$ cat src/rtl/soc_pkg.sv
`default_nettype none

package soc_pkg;

    localparam int data_width = 32;

    // one address word, decoded by the bus fabric and by the SRAM controller
    typedef union packed {
        struct packed {
            logic [3:0]  region;    // top nibble picks the slave
            logic [27:0] offset;
        } bus;
        struct packed {
            logic [8:0]  pad;
            logic [20:0] word;      // 32-bit word index into SRAM
            logic [1:0]  byte_sel;
        } sram;
    } bus_addr_t;

    localparam logic [3:0] region_bootrom = 4'h1;  // instruction bus only
    localparam logic [3:0] region_sram    = 4'h8;  // both buses
    localparam logic [3:0] region_timer   = 4'hb;  // data bus only
    localparam logic [3:0] region_led     = 4'hc;  // data bus only

endpackage

`default_nettype wire

$ cat src/rtl/bootrom.sv
`timescale 1ns/1ns
`default_nettype none

module bootrom (
    input  logic [3:0]                      rom_index,
    output logic [soc_pkg::data_width-1:0]  rom_data
);

    // lui pattern with the word number in the immediate
    always_comb begin
        case (rom_index)
            4'd0:  rom_data = 32'h3c00_0000;
            4'd1:  rom_data = 32'h3c00_0001;
            4'd2:  rom_data = 32'h3c00_0002;
            4'd3:  rom_data = 32'h3c00_0003;
            4'd4:  rom_data = 32'h3c00_0004;
            4'd5:  rom_data = 32'h3c00_0005;
            4'd6:  rom_data = 32'h3c00_0006;
            4'd7:  rom_data = 32'h3c00_0007;
            4'd8:  rom_data = 32'h3c00_0008;
            4'd9:  rom_data = 32'h3c00_0009;
            4'd10: rom_data = 32'h3c00_000a;
            4'd11: rom_data = 32'h3c00_000b;
            4'd12: rom_data = 32'h3c00_000c;
            4'd13: rom_data = 32'h3c00_000d;
            4'd14: rom_data = 32'h3c00_000e;
            4'd15: rom_data = 32'h3c00_000f;
            default: rom_data = '0;
        endcase
    end

endmodule

`default_nettype wire

$ cat src/rtl/timer.sv
`timescale 1ns/1ns
`default_nettype none

module timer #(
    parameter int timer_width = 32
) (
    input  logic                            clk,
    input  logic                            reset,
    input  logic                            sel,
    input  logic                            write,
    input  logic                            word,   // 0 count, 1 compare
    input  logic [soc_pkg::data_width-1:0]  wdata,
    output logic [soc_pkg::data_width-1:0]  rdata,
    output logic                            irq
);

    logic [timer_width-1:0] count;
    logic [timer_width-1:0] compare;

    always_ff @(posedge clk) begin
        if (reset) begin
            count   <= '0;
            compare <= '1;                      // keeps irq quiet after reset
        end else begin
            count <= count + 1'b1;              // free running
            if (sel && write && word)
                compare <= wdata[timer_width-1:0];
        end
    end

    always_comb begin
        rdata = '0;                             // zero-extend narrow timers
        rdata[timer_width-1:0] = word ? compare : count;
    end

    assign irq = (count >= compare);            // level, not a pulse

    // only a wrap to zero may bring the count back down
    assert property (@(posedge clk) disable iff (reset)
        (count != '0) |-> (count > $past(count)))
        else $error("timer: count went backwards");

endmodule

`default_nettype wire

$ cat src/rtl/instruction_bus.sv
`timescale 1ns/1ns
`default_nettype none

module instruction_bus (
    input  logic                            clk,
    input  logic                            inst_read,
    input  soc_pkg::bus_addr_t              inst_addr,
    output logic [soc_pkg::data_width-1:0]  inst_rdata,
    output logic                            inst_stall,
    output logic [3:0]                      rom_index,
    input  logic [soc_pkg::data_width-1:0]  rom_data,
    output logic                            sram_read,
    output soc_pkg::bus_addr_t              sram_addr,
    input  logic [soc_pkg::data_width-1:0]  sram_rdata,
    input  logic                            sram_stall
);

    logic hit_rom;
    logic hit_sram;

    assign hit_rom   = (inst_addr.bus.region == soc_pkg::region_bootrom);
    assign hit_sram  = (inst_addr.bus.region == soc_pkg::region_sram);
    assign rom_index = inst_addr.bus.offset[5:2];   // word index in the rom
    assign sram_read = inst_read && hit_sram;
    assign sram_addr = inst_addr;

    assign inst_rdata = hit_rom ? rom_data : (hit_sram ? sram_rdata : '0);
    assign inst_stall = hit_sram && sram_stall;

    // the fetching master must hold its request across a stall
    assert property (@(posedge clk) inst_read && inst_stall |=> inst_read && $stable(inst_addr))
        else $error("instruction_bus: fetch changed while stalled");

endmodule

`default_nettype wire

$ cat src/rtl/data_bus.sv
`timescale 1ns/1ns
`default_nettype none

module data_bus (
    input  logic                            clk,
    input  logic                            reset,

    input  logic                            data_read,
    input  logic                            data_write,
    input  soc_pkg::bus_addr_t              data_addr,
    input  logic [soc_pkg::data_width-1:0]  data_wdata,
    output logic [soc_pkg::data_width-1:0]  data_rdata,
    output logic                            data_stall,

    output logic                            sram_read,
    output logic                            sram_write,
    output soc_pkg::bus_addr_t              sram_addr,
    output logic [soc_pkg::data_width-1:0]  sram_wdata,
    input  logic [soc_pkg::data_width-1:0]  sram_rdata,
    input  logic                            sram_stall,

    output logic                            timer_sel,
    output logic                            timer_write,
    output logic                            timer_word,
    input  logic [soc_pkg::data_width-1:0]  timer_rdata,

    output logic [15:0]                     leds
);

    logic [3:0] region;
    logic       hit_sram;
    logic       hit_timer;
    logic       hit_led;

    assign region    = data_addr.bus.region;
    assign hit_sram  = (region == soc_pkg::region_sram);
    assign hit_timer = (region == soc_pkg::region_timer);
    assign hit_led   = (region == soc_pkg::region_led);

    assign sram_read   = data_read && hit_sram;
    assign sram_write  = data_write && hit_sram;
    assign sram_addr   = data_addr;
    assign sram_wdata  = data_wdata;

    assign timer_sel   = (data_read || data_write) && hit_timer;
    assign timer_write = data_write && hit_timer;
    assign timer_word  = data_addr.bus.offset[2];   // +4 selects compare

    always_ff @(posedge clk) begin
        if (reset)
            leds <= '0;
        else if (data_write && hit_led)
            leds <= data_wdata[15:0];
    end

    // only SRAM can hold the bus, everything else answers at once
    always_comb begin
        data_rdata = '0;
        data_stall = 1'b0;
        if (hit_sram) begin
            data_rdata = sram_rdata;
            data_stall = sram_stall;
        end else if (hit_timer) begin
            data_rdata = timer_rdata;
        end else if (hit_led) begin
            data_rdata = {{(soc_pkg::data_width-16){1'b0}}, leds};
        end
    end

    assert property (@(posedge clk) disable iff (reset) !(data_read && data_write))
        else $error("data_bus: read and write strobes high together");

endmodule

`default_nettype wire

$ cat src/rtl/sram_controller.sv
`timescale 1ns/1ns
`default_nettype none

module sram_controller #(
    parameter int sram_addr_width = 20
) (
    input  logic                                clk,
    input  logic                                reset,

    input  logic                                inst_read,
    input  soc_pkg::bus_addr_t                  inst_addr,
    output logic [soc_pkg::data_width-1:0]      inst_rdata,
    output logic                                inst_stall,

    input  logic                                data_read,
    input  logic                                data_write,
    input  soc_pkg::bus_addr_t                  data_addr,
    input  logic [soc_pkg::data_width-1:0]      data_wdata,
    output logic [soc_pkg::data_width-1:0]      data_rdata,
    output logic                                data_stall,

    output logic [sram_addr_width-1:0]          sram_addr,
    output logic [soc_pkg::data_width-1:0]      sram_dout,
    input  logic [soc_pkg::data_width-1:0]      sram_din,
    output logic                                sram_ce_n,
    output logic                                sram_oe_n,
    output logic                                sram_we_n
);

    localparam logic [1:0] st_idle   = 2'd0;
    localparam logic [1:0] st_access = 2'd1;
    localparam logic [1:0] st_done   = 2'd2;

    logic [1:0]                         state;
    logic                               grant_data;  // 1 = data bus owns the cycle
    logic                               is_write;
    logic                               data_req;
    logic [sram_addr_width-1:0]         addr_q;
    logic [soc_pkg::data_width-1:0]     wdata_q;
    logic [soc_pkg::data_width-1:0]     rdata_q;

    assign data_req = data_read | data_write;

    always_ff @(posedge clk) begin
        if (reset) begin
            state      <= st_idle;
            grant_data <= 1'b0;
            is_write   <= 1'b0;
        end else begin
            case (state)
                st_idle: begin
                    if (data_req) begin         // data side wins
                        state      <= st_access;
                        grant_data <= 1'b1;
                        is_write   <= data_write;
                    end else if (inst_read) begin
                        state      <= st_access;
                        grant_data <= 1'b0;
                        is_write   <= 1'b0;
                    end
                end
                st_access: state <= st_done;
                default:   state <= st_idle;
            endcase
        end
    end

    always_ff @(posedge clk) begin
        if (state == st_idle) begin
            addr_q  <= data_req ? data_addr.sram.word[sram_addr_width-1:0]
                                : inst_addr.sram.word[sram_addr_width-1:0];
            wdata_q <= data_wdata;
        end
        if (state == st_access && !is_write)
            rdata_q <= sram_din;                // sample at end of the strobe
    end

    assign sram_addr  = addr_q;
    assign sram_dout  = wdata_q;
    assign sram_ce_n  = (state != st_access);
    assign sram_oe_n  = !(state == st_access && !is_write);
    assign sram_we_n  = !(state == st_access && is_write);

    assign inst_rdata = rdata_q;
    assign data_rdata = rdata_q;
    assign inst_stall = inst_read && !(state == st_done && !grant_data);
    assign data_stall = data_req && !(state == st_done && grant_data);

    assert property (@(posedge clk) disable iff (reset) !(!sram_we_n && !sram_oe_n))
        else $error("sram_controller: we_n and oe_n low together");

    // both masters pending, only the granted one may see stall drop
    assert property (@(posedge clk) disable iff (reset)
        !(inst_read && !inst_stall && data_req && !data_stall))
        else $error("sram_controller: both stalls released in one cycle");

    // granted master must still hold its request when done arrives
    assert property (@(posedge clk) disable iff (reset)
        (state == st_done) |-> (grant_data ? data_req : inst_read))
        else $error("sram_controller: request dropped before completion");

endmodule

`default_nettype wire

$ cat src/rtl/thinpad_soc.sv
`timescale 1ns/1ns
`default_nettype none

module thinpad_soc #(
    parameter int sram_addr_width = 20,
    parameter int timer_width     = 32
) (
    input  logic                            clk,
    input  logic                            reset,

    input  logic                            inst_read,
    input  soc_pkg::bus_addr_t              inst_addr,
    output logic [soc_pkg::data_width-1:0]  inst_rdata,
    output logic                            inst_stall,

    input  logic                            data_read,
    input  logic                            data_write,
    input  soc_pkg::bus_addr_t              data_addr,
    input  logic [soc_pkg::data_width-1:0]  data_wdata,
    output logic [soc_pkg::data_width-1:0]  data_rdata,
    output logic                            data_stall,

    output logic [sram_addr_width-1:0]      sram_addr,     // base_ram word address
    output logic [soc_pkg::data_width-1:0]  sram_dout,
    input  logic [soc_pkg::data_width-1:0]  sram_din,
    output logic                            sram_ce_n,
    output logic                            sram_oe_n,
    output logic                            sram_we_n,

    output logic [15:0]                     leds,
    output logic                            irq
);

    logic [3:0]                     rom_index;
    logic [soc_pkg::data_width-1:0] rom_data;

    logic                           inst_ram_read;
    soc_pkg::bus_addr_t             inst_ram_addr;
    logic [soc_pkg::data_width-1:0] inst_ram_rdata;
    logic                           inst_ram_stall;

    logic                           data_ram_read;
    logic                           data_ram_write;
    soc_pkg::bus_addr_t             data_ram_addr;
    logic [soc_pkg::data_width-1:0] data_ram_wdata;
    logic [soc_pkg::data_width-1:0] data_ram_rdata;
    logic                           data_ram_stall;

    logic                           timer_sel;
    logic                           timer_write;
    logic                           timer_word;
    logic [soc_pkg::data_width-1:0] timer_rdata;

    instruction_bus instruction_bus_instance (
        .clk        (clk),
        .inst_read  (inst_read),
        .inst_addr  (inst_addr),
        .inst_rdata (inst_rdata),
        .inst_stall (inst_stall),
        .rom_index  (rom_index),
        .rom_data   (rom_data),
        .sram_read  (inst_ram_read),
        .sram_addr  (inst_ram_addr),
        .sram_rdata (inst_ram_rdata),
        .sram_stall (inst_ram_stall)
    );

    data_bus data_bus_instance (
        .clk         (clk),
        .reset       (reset),
        .data_read   (data_read),
        .data_write  (data_write),
        .data_addr   (data_addr),
        .data_wdata  (data_wdata),
        .data_rdata  (data_rdata),
        .data_stall  (data_stall),
        .sram_read   (data_ram_read),
        .sram_write  (data_ram_write),
        .sram_addr   (data_ram_addr),
        .sram_wdata  (data_ram_wdata),
        .sram_rdata  (data_ram_rdata),
        .sram_stall  (data_ram_stall),
        .timer_sel   (timer_sel),
        .timer_write (timer_write),
        .timer_word  (timer_word),
        .timer_rdata (timer_rdata),
        .leds        (leds)
    );

    bootrom bootrom_instance (
        .rom_index (rom_index),
        .rom_data  (rom_data)
    );

    sram_controller #(
        .sram_addr_width (sram_addr_width)
    ) sram_controller_instance (
        .clk        (clk),
        .reset      (reset),
        .inst_read  (inst_ram_read),
        .inst_addr  (inst_ram_addr),
        .inst_rdata (inst_ram_rdata),
        .inst_stall (inst_ram_stall),
        .data_read  (data_ram_read),
        .data_write (data_ram_write),
        .data_addr  (data_ram_addr),
        .data_wdata (data_ram_wdata),
        .data_rdata (data_ram_rdata),
        .data_stall (data_ram_stall),
        .sram_addr  (sram_addr),
        .sram_dout  (sram_dout),
        .sram_din   (sram_din),
        .sram_ce_n  (sram_ce_n),
        .sram_oe_n  (sram_oe_n),
        .sram_we_n  (sram_we_n)
    );

    timer #(
        .timer_width (timer_width)
    ) timer_instance (
        .clk   (clk),
        .reset (reset),
        .sel   (timer_sel),
        .write (timer_write),
        .word  (timer_word),
        .wdata (data_wdata),
        .rdata (timer_rdata),
        .irq   (irq)
    );

endmodule

`default_nettype wire

$ cat config.mk
export PLATFORM = sky130hd
export DESIGN_NAME = thinpad_soc
export DESIGN_NICKNAME = d
export VERILOG_FILES = /design/src/rtl/soc_pkg.sv /design/src/rtl/bootrom.sv /design/src/rtl/timer.sv /design/src/rtl/instruction_bus.sv /design/src/rtl/data_bus.sv /design/src/rtl/sram_controller.sv /design/src/rtl/thinpad_soc.sv
export SDC_FILE = /design/constraint.sdc
export NUM_CORES = 1
export LEC_CHECK = 0
export BUFFER_PORTS_ARGS = -buffer_cell sky130_fd_sc_hd__buf_2
export CAP_MARGIN = 40
export CORE_UTILIZATION = 45
export DETAILED_ROUTE_END_ITERATION = 8
export PLACE_DENSITY = 0.8
export SYNTH_ARGS = -nofsm -noshare
export SYNTH_HDL_FRONTEND = slang
export SYNTH_SLANG_ARGS = --single-unit
$ cat constraint.sdc
create_clock -name clk -period 6.09 [get_ports clk]
set_clock_uncertainty 0.05 [all_clocks]
set_input_delay 0.3045 -clock clk [delete_from_list [all_inputs] [get_ports clk]]
set_output_delay 0.3045 -clock clk [all_outputs]
set_load 0.05 [all_outputs]
==> impl_results.md, run 1 <==
- Setup slack, reg-to-reg: 4.03 ns
- Top FF cell, synth: edfxtp_1
- # setup viols final: 0
- Port bufs: 254
- Drt total wl: 20700 um
- Main combinational cell family by area after synthesis: simple AND/OR/NAND/NOR gates
- H-tree depth: 4
- Filler cell count: 1368
- Finished Cell Area: 0.0102 mm2
- Fin crit period: 3.37 ns
- Vias: 6669
- Initial antenna violation count: 1
- Adder-cell share of the synthesized area: 0.0525
- Most common cell after layout, fill and taps aside: buf_2
- Placed cell area: 0.00941 mm2
- Share of cells above drive strength 1: 0.314
- Clk slew on worst S/H paths: 0.06 ns
- Worst ir drop on vdd: 0.000237 V
- #FFs+latches synth: 168
- Setup Crit Path Kind: register to output port
- Sequential cell area fraction in the yosys report: 0.535
- Xor/xnor share of the synthesized area: 0.0245
- Setup crit start kind: register
- Post-Syn Area: 0.00787 mm2
- Pwr/cell area: 257 mW/mm2
- Worst reg2reg endpoint: timer_instance.count[19]
- Wire per inst: 16.3 um
- Initial Util: 0.468
- Critical path endpoint category: output port
- Hold Crit Depth: 1
- Yosys warns: 0
- Leakage: 4.78 nW
- # rows: 47
- Die height: 134 um
- Setup_tns: 0 ns
- Clk_lat worst skew: 0.42 ns
- CP required: 5.74 ns
- Detailed Route Iter0 Violations: 311
- Largest net degree at the start of global routing: 52
- Number of global-route vias before repair: 6438
- Slew @ Worst Pin: 0.770 ns
- First-pass GRT wire length: 32000 um
- Total CTS buffers: 17
- CP Cell Sequence: inv_1 > ha_1 > nand2b_1 > a2111oi_0 > a2111oi_0 > nor4b_1 > o21ai_0 > buf_2
- Post-synthesis compound-gate area fraction: 0.117
- GRT Util Overall: 0.228
- Library cells used by synthesis: 42
- Fin nets: 1203
- Syn Area/Cell: 10.3 um2
- Crit path depth: 8
- CP arrival: 3.02 ns
- Max cap viols: 0
- Root buf cell: clkbuf_16
- Multiplexer area fraction after synthesis: 0.0681
- Critical path fanouts, max: 4
- Detail Placement HPWL: 15000 um
- Async SR Flop Fraction: 0
- I/O pin count: 271
- CP dominant cell by count: a2111oi_0
- 1st-pass router iterations: 5
- CTS tree: yes
- Slew HR: 0.486
- Post-Syn Nets: 931
- Min-Delay Path Class: input port to register
- EDFF count, synth: 84
- # DRC: 0
- Layout area overhead: 30.2%
- Pre-CTS WS: 3.09 ns
- Pins Over Slew Limit: 0
- RR Startpoint: timer_instance.count[2]
- Hold EP: sram_controller_instance.data_rdata[7]
- Simple-gate area share of the yosys netlist: 0.165
- Core area: 0.0168 mm2
- Final Cycle Share: 0.554
- Antenna viol nets, final: 0
- Routability cong.: 0.858
- RSZ-0062 raised after global routing: false
- CTS max path bufs: 2
- Sink Count: 168
- Die Area: 0.0180 mm2
- Synth Instances: 765
- Min-delay src: sram_din[7]
- Final hold viol count: 0
- Outcome: completed
- Worst r2r path cells: 5
- Number of vias per cell: 5.25
- Horiz. Die Dim: 134 um
- Grt total ovfl: 0
- Delay of the slowest critical-path stage: 0.60 ns
- F_max: 296 MHz
- Slowest-stage cell, CP: nor4b_1
- Commonest non-fill, non-tap cells in the layout: buf_2, nor2_1, dfxtp_1, edfxtp_1
- WP buf/inv: 2
- Setup ws final: 2.72 ns
- Crit-path leading delay family: compound AO/OA/AOI/OAI gates
## worst max-delay path by stage
stage / start / end
after floorplan: sram_controller_instance.state[0] / sram_controller_instance.is_write
after global placement: timer_instance.count[0] / irq
after detailed placement: timer_instance.count[0] / irq
after CTS: timer_instance.count[0] / irq
after global routing: timer_instance.count[0] / irq
final: timer_instance.count[0] / irq
## synth_stat cells, types with 23 or more instances
cell type,count,share of area
nand2_1,65,0.031
o21ai_0,28,0.018
mux2i_1,31,0.039
ha_1,33,0.052
nor2_1,96,0.046
clkbuf_1,23,0.011
edfxtp_1,84,0.32
a21oi_1,65,0.041
inv_1,39,0.019
and2_1,27,0.021
dfxtp_1,84,0.21
a211o_1,32,0.036
## timing repair
item                                   4_1_cts  5_1_grt
endpoints found under the hold margin       22        3
hold buffers                                22        3
setup endpoints to repair                    0        0
resized for setup                            0        0
setup buffers                                0        0
## registers in the layout, indices dropped and copies added, names as in the netlist
register / count
data_bus_instance.leds: 16
sram_controller_instance.data_rdata: 32
sram_controller_instance.grant_data: 1
sram_controller_instance.is_write: 1
sram_controller_instance.sram_addr: 20
sram_controller_instance.sram_dout: 32
sram_controller_instance.state: 2
timer_instance.compare: 32
timer_instance.count: 32
## where the power goes
part | switching, mW | internal, mW | total, mW
sequential | 0.0126 | 1.22 | 1.24
combinational | 0.230 | 0.0987 | 0.328
clock | 0.454 | 0.609 | 1.06
## kinds of logic after synthesis
| kind of cell | Yosys count |
|---|---|
| buffers and inverters | 77 |
| adders and majority gates | 33 |
| muxes | 51 |
| xor gates and xnor gates | 22 |
| DFF | 168 |
| AOI/OAI and AO/OA | 146 |
| and+or+nand+nor | 268 |
## through the flow
step / utilization / hold WS (ns) / total power [mW] / cells
6_report: 0.609 / 0.0154 / 2.63 / 1271
4_1_cts: 0.607 / 0.000363 / 2.64 / 1267
2_1_floorplan: - / 0.353 / 1.47 / 765
5_1_grt: 0.609 / 0.00146 / 2.71 / 1271
3_5_place_dp: 0.559 / 0.411 / 1.58 / 1213
3_3_place_gp: 0.555 / 0.392 / 1.57 / 1208
## per-layer routing
| layer | wire (um) | vias to the layer above | track usage |
|---|---|---|---|
| met4 | 230 | 0 | 0.0574 |
| met2 | 10600 | 222 | 0.414 |
| li1 | - | 3276 | - |
| met1 | 8750 | 3150 | 0.269 |
| met3 | 1190 | 21 | 0.0563 |
| met5 | 0 | - | 0 |
## layout make-up
class | instances | area [um2] | area share
Antenna cell | 1 | 2.50 | 0.000244
Clock buffer | 19 | 433 | 0.0423
Clock inverter | 13 | 144 | 0.0141
Inverter | 39 | 146 | 0.0143
Multi-Input combinational cell | 520 | 3380 | 0.330
Sequential cell | 168 | 4200 | 0.411
Tap cell | 220 | 275 | 0.0269
Timing Repair Buffer | 291 | 1650 | 0.161
(Power assumes the default switching activity.)
==> inputs of run 2 (changes only) <==
==> constraint.sdc (replaced) <==
create_clock -name clk -period 3.2 [get_ports clk]
set_clock_uncertainty 0.05 [all_clocks]
set_input_delay 0.16 -clock clk [delete_from_list [all_inputs] [get_ports clk]]
set_output_delay 0.16 -clock clk [all_outputs]
set_load 0.05 [all_outputs]
==> run 2 against run 1 <==
  * Register-to-register slack worse by 2.9 ns
  * Largest cell class unchanged
  * Die area unchanged
  * First-iteration DRC count up 0.64%
  * Sequential share of layout area decreased by 2.8 points
==> impl_results.md, run 2 (synthesis gave the netlist of run 1 again) <==
- Outcome: completed
- Die Area: 0.0180 mm2 (unchanged)
- I/O pin count: 271 (unchanged)
- Initial antenna violation count: 0 (-1)
- # setup viols final: 0 (unchanged)
- Switch share: 0.267 (+0.00217)
- Slowest-stage cell, CP: a2111oi_0
- Max cap viols: 0 (unchanged)
- Flop pwr share: 0.469 (about the same)
- Logic pwr share: 0.141 (+0.016)
- Detailed Route Iter0 Violations: 313 (+0.64%)
- Hold Crit Depth: 2 (+1)
- Setup_tns: 0 ns (unchanged)
- # DRC: 0 (unchanged)
- Min-delay src: inst_addr[13]
- Fin nets: 1280 (+6.4%)
- Total CTS buffers: 17 (unchanged)
- Detail Placement HPWL: 15100 um (+0.90%)
- CTS tree: yes
- Delay of the slowest critical-path stage: 0.49 ns (-0.11 ns)
- Commonest non-fill, non-tap cells in the layout: buf_2, dlygate4sd3_1, nor2_1
- Die height: 134 um (unchanged)
- Leakage: 5.11 nW (+6.9%)
- Setup crit start kind: register
- Horiz. Die Dim: 134 um (unchanged)
- Finished Cell Area: 0.0110 mm2 (+7.4%)
- Setup repair bufs after CTS: 0 (unchanged)
- Drt total wl: 22300 um (+7.6%)
- Final hold viol count: 0 (unchanged)
- Pwr/cell area: 456 mW/mm2 (+78%)
- # rows: 47 (unchanged)
- Crit-path leading delay family: compound AO/OA/AOI/OAI gates
- Hold EP: sram_controller_instance.sram_addr[11]
- Grt total ovfl: 0 (unchanged)
- F_max: 339 MHz
- RR Startpoint: timer_instance.count[2]
- WP buf/inv: 2 (unchanged)
- Critical path fanouts, max: 4 (unchanged)
- Number of global-route vias before repair: 6980 (+8.4%)
- Worst ir drop on vdd: 0.000382 V (+61%)
- Routability cong.: 0.833 (-3.0%)
- Final Cycle Share: 0.921
- Vias: 7021 (+5.3%)
- Largest net degree at the start of global routing: 55 (+5.8%)
- Port bufs: 254 (unchanged)
- Pins Over Slew Limit: 0 (unchanged)
- CP dominant cell by count: a2111oi_0
- CTS max path bufs: 2 (unchanged)
- Min-Delay Path Class: input port to register
- Net Sw Power: 1.34 mW (+93%)
- GRT Util Overall: 0.246 (+0.0178)
- Number of vias per cell: 5.21 (-0.74%)
- Antenna viol nets, final: 0 (unchanged)
- H-tree depth: 4 (unchanged)
- Slew HR: 0.468 (-0.0177)
- Initial Util: 0.468 (unchanged)
- Most common cell after layout, fill and taps aside: buf_2
- Setup slack, reg-to-reg: 1.12 ns (-2.91 ns)
- Slew @ Worst Pin: 0.796 ns (+0.0265 ns)
- Root buf cell: clkbuf_16
- First-pass GRT wire length: 34600 um (+8.1%)
- Fin crit period: 2.95 ns
- CP Cell Sequence: inv_1 > ha_1 > nand2b_1 > a2111oi_0 > a2111oi_0 > nor4b_2 > o21ai_0 > buf_2
- Placed cell area: 0.00943 mm2 (+0.21%)
- Hold_ws: 0.0172 ns (+0.00177 ns)
- Critical path endpoint category: output port
- RSZ-0062 raised after global routing: false
- Sink Count: 168 (unchanged)
- Core area: 0.0168 mm2 (unchanged)
- 1st-pass router iterations: 7 (+2)
- Clk_lat worst skew: 0.42 ns (about the same)
- Layout area overhead: 39.9%
- Power Total: 5.02 mW (+91%)
- Worst reg2reg endpoint: timer_instance.count[19]
- Wire per inst: 16.5 um (+1.4%)
- Worst r2r path cells: 5 (unchanged)
- CP arrival: 2.74 ns (-0.28 ns)
- Share of cells above drive strength 1: 0.295 (-0.0197)
- Clk pwr share: 0.390 (-0.015)
- Final Util: 0.654 (+0.0453)
- CP required: 2.99 ns (-2.75 ns)
- Internal: 3.68 mW (+90%)
- Setup Crit Path Kind: register to output port
- Clk slew on worst S/H paths: 0.07 ns (about the same)
-- run 2: changes by cell type in the layout (fill, tap and decap cells not counted), sizes merged --
cell | before | now
dlygate4sd3 | 25 | 100
clkinv | 2 | 6
buf | 266 | 268
clkinvlp | 4 | 2
bufinv | 2 | 1
inv | 44 | 43
-- run 2: stage by stage --
stage                     std cells  setup slack, ns
after CTS                      1346            0.111
after detailed placement       1215            0.574
after global routing           1347           0.0925
final                          1348            0.254
after global placement         1213            0.669
after floorplan                 765            0.462
-- run 2: layout make-up --
| type | count | area (um2) |
|---|---|---|
| multi-input cells | 520 | 3390 |
| repair buffers | 368 | 2420 |
| clock inverters | 13 | 119 |
| well taps | 220 | 275 |
| fillers | 1319 | 5820 |
| inverters | 39 | 146 |
| diodes | 1 | 2.50 |
| flip-flops and latches | 168 | 4200 |
| clock buffers | 19 | 443 |
-- run 2: worst max path at each step --
stage / slack [ns] / cells past startpoint / end / startpoint
2_1_floorplan: 0.46 / 7 / irq / timer_instance.compare[14]
3_3_place_gp: 0.67 / 8 / irq / timer_instance.count[0]
4_1_cts: 0.11 / 8 / irq / timer_instance.count[0]
6_report: 0.25 / 8 / irq / timer_instance.count[0]
3_5_place_dp: 0.57 / 8 / irq / timer_instance.count[0]
5_1_grt: 0.09 / 7 / irq / timer_instance.count[17]
-- run 2: power groups by stage --
stage | combinational [mW] | sequential, mW | clock (mW)
2_1_floorplan | 0.219 | 2.58 | 0
3_3_place_gp | 0.592 | 2.40 | 0
3_5_place_dp | 0.601 | 2.40 | 0
4_1_cts | 0.699 | 2.35 | 1.99
5_1_grt | 0.744 | 2.36 | 2.08
6_report | 0.707 | 2.35 | 1.96
-- run 2: repair_timing --
| action | in CTS | in global routing |
|---|---|---|
| hold endpoints to repair | 132 | 1 |
| hold buffers | 99 | 1 |
| setup endpoints to repair | 0 | 1 |
| gates resized for setup | 0 | 1 |
-- run 2: per-layer routing --
metal	part of all wire	vias up	global-route usage
li1	-	3417	-
met1	0.41	3326	0.290
met2	0.51	244	0.447
met3	0.058	34	0.0499
met4	0.027	0	0.0787
met5	0	-	0
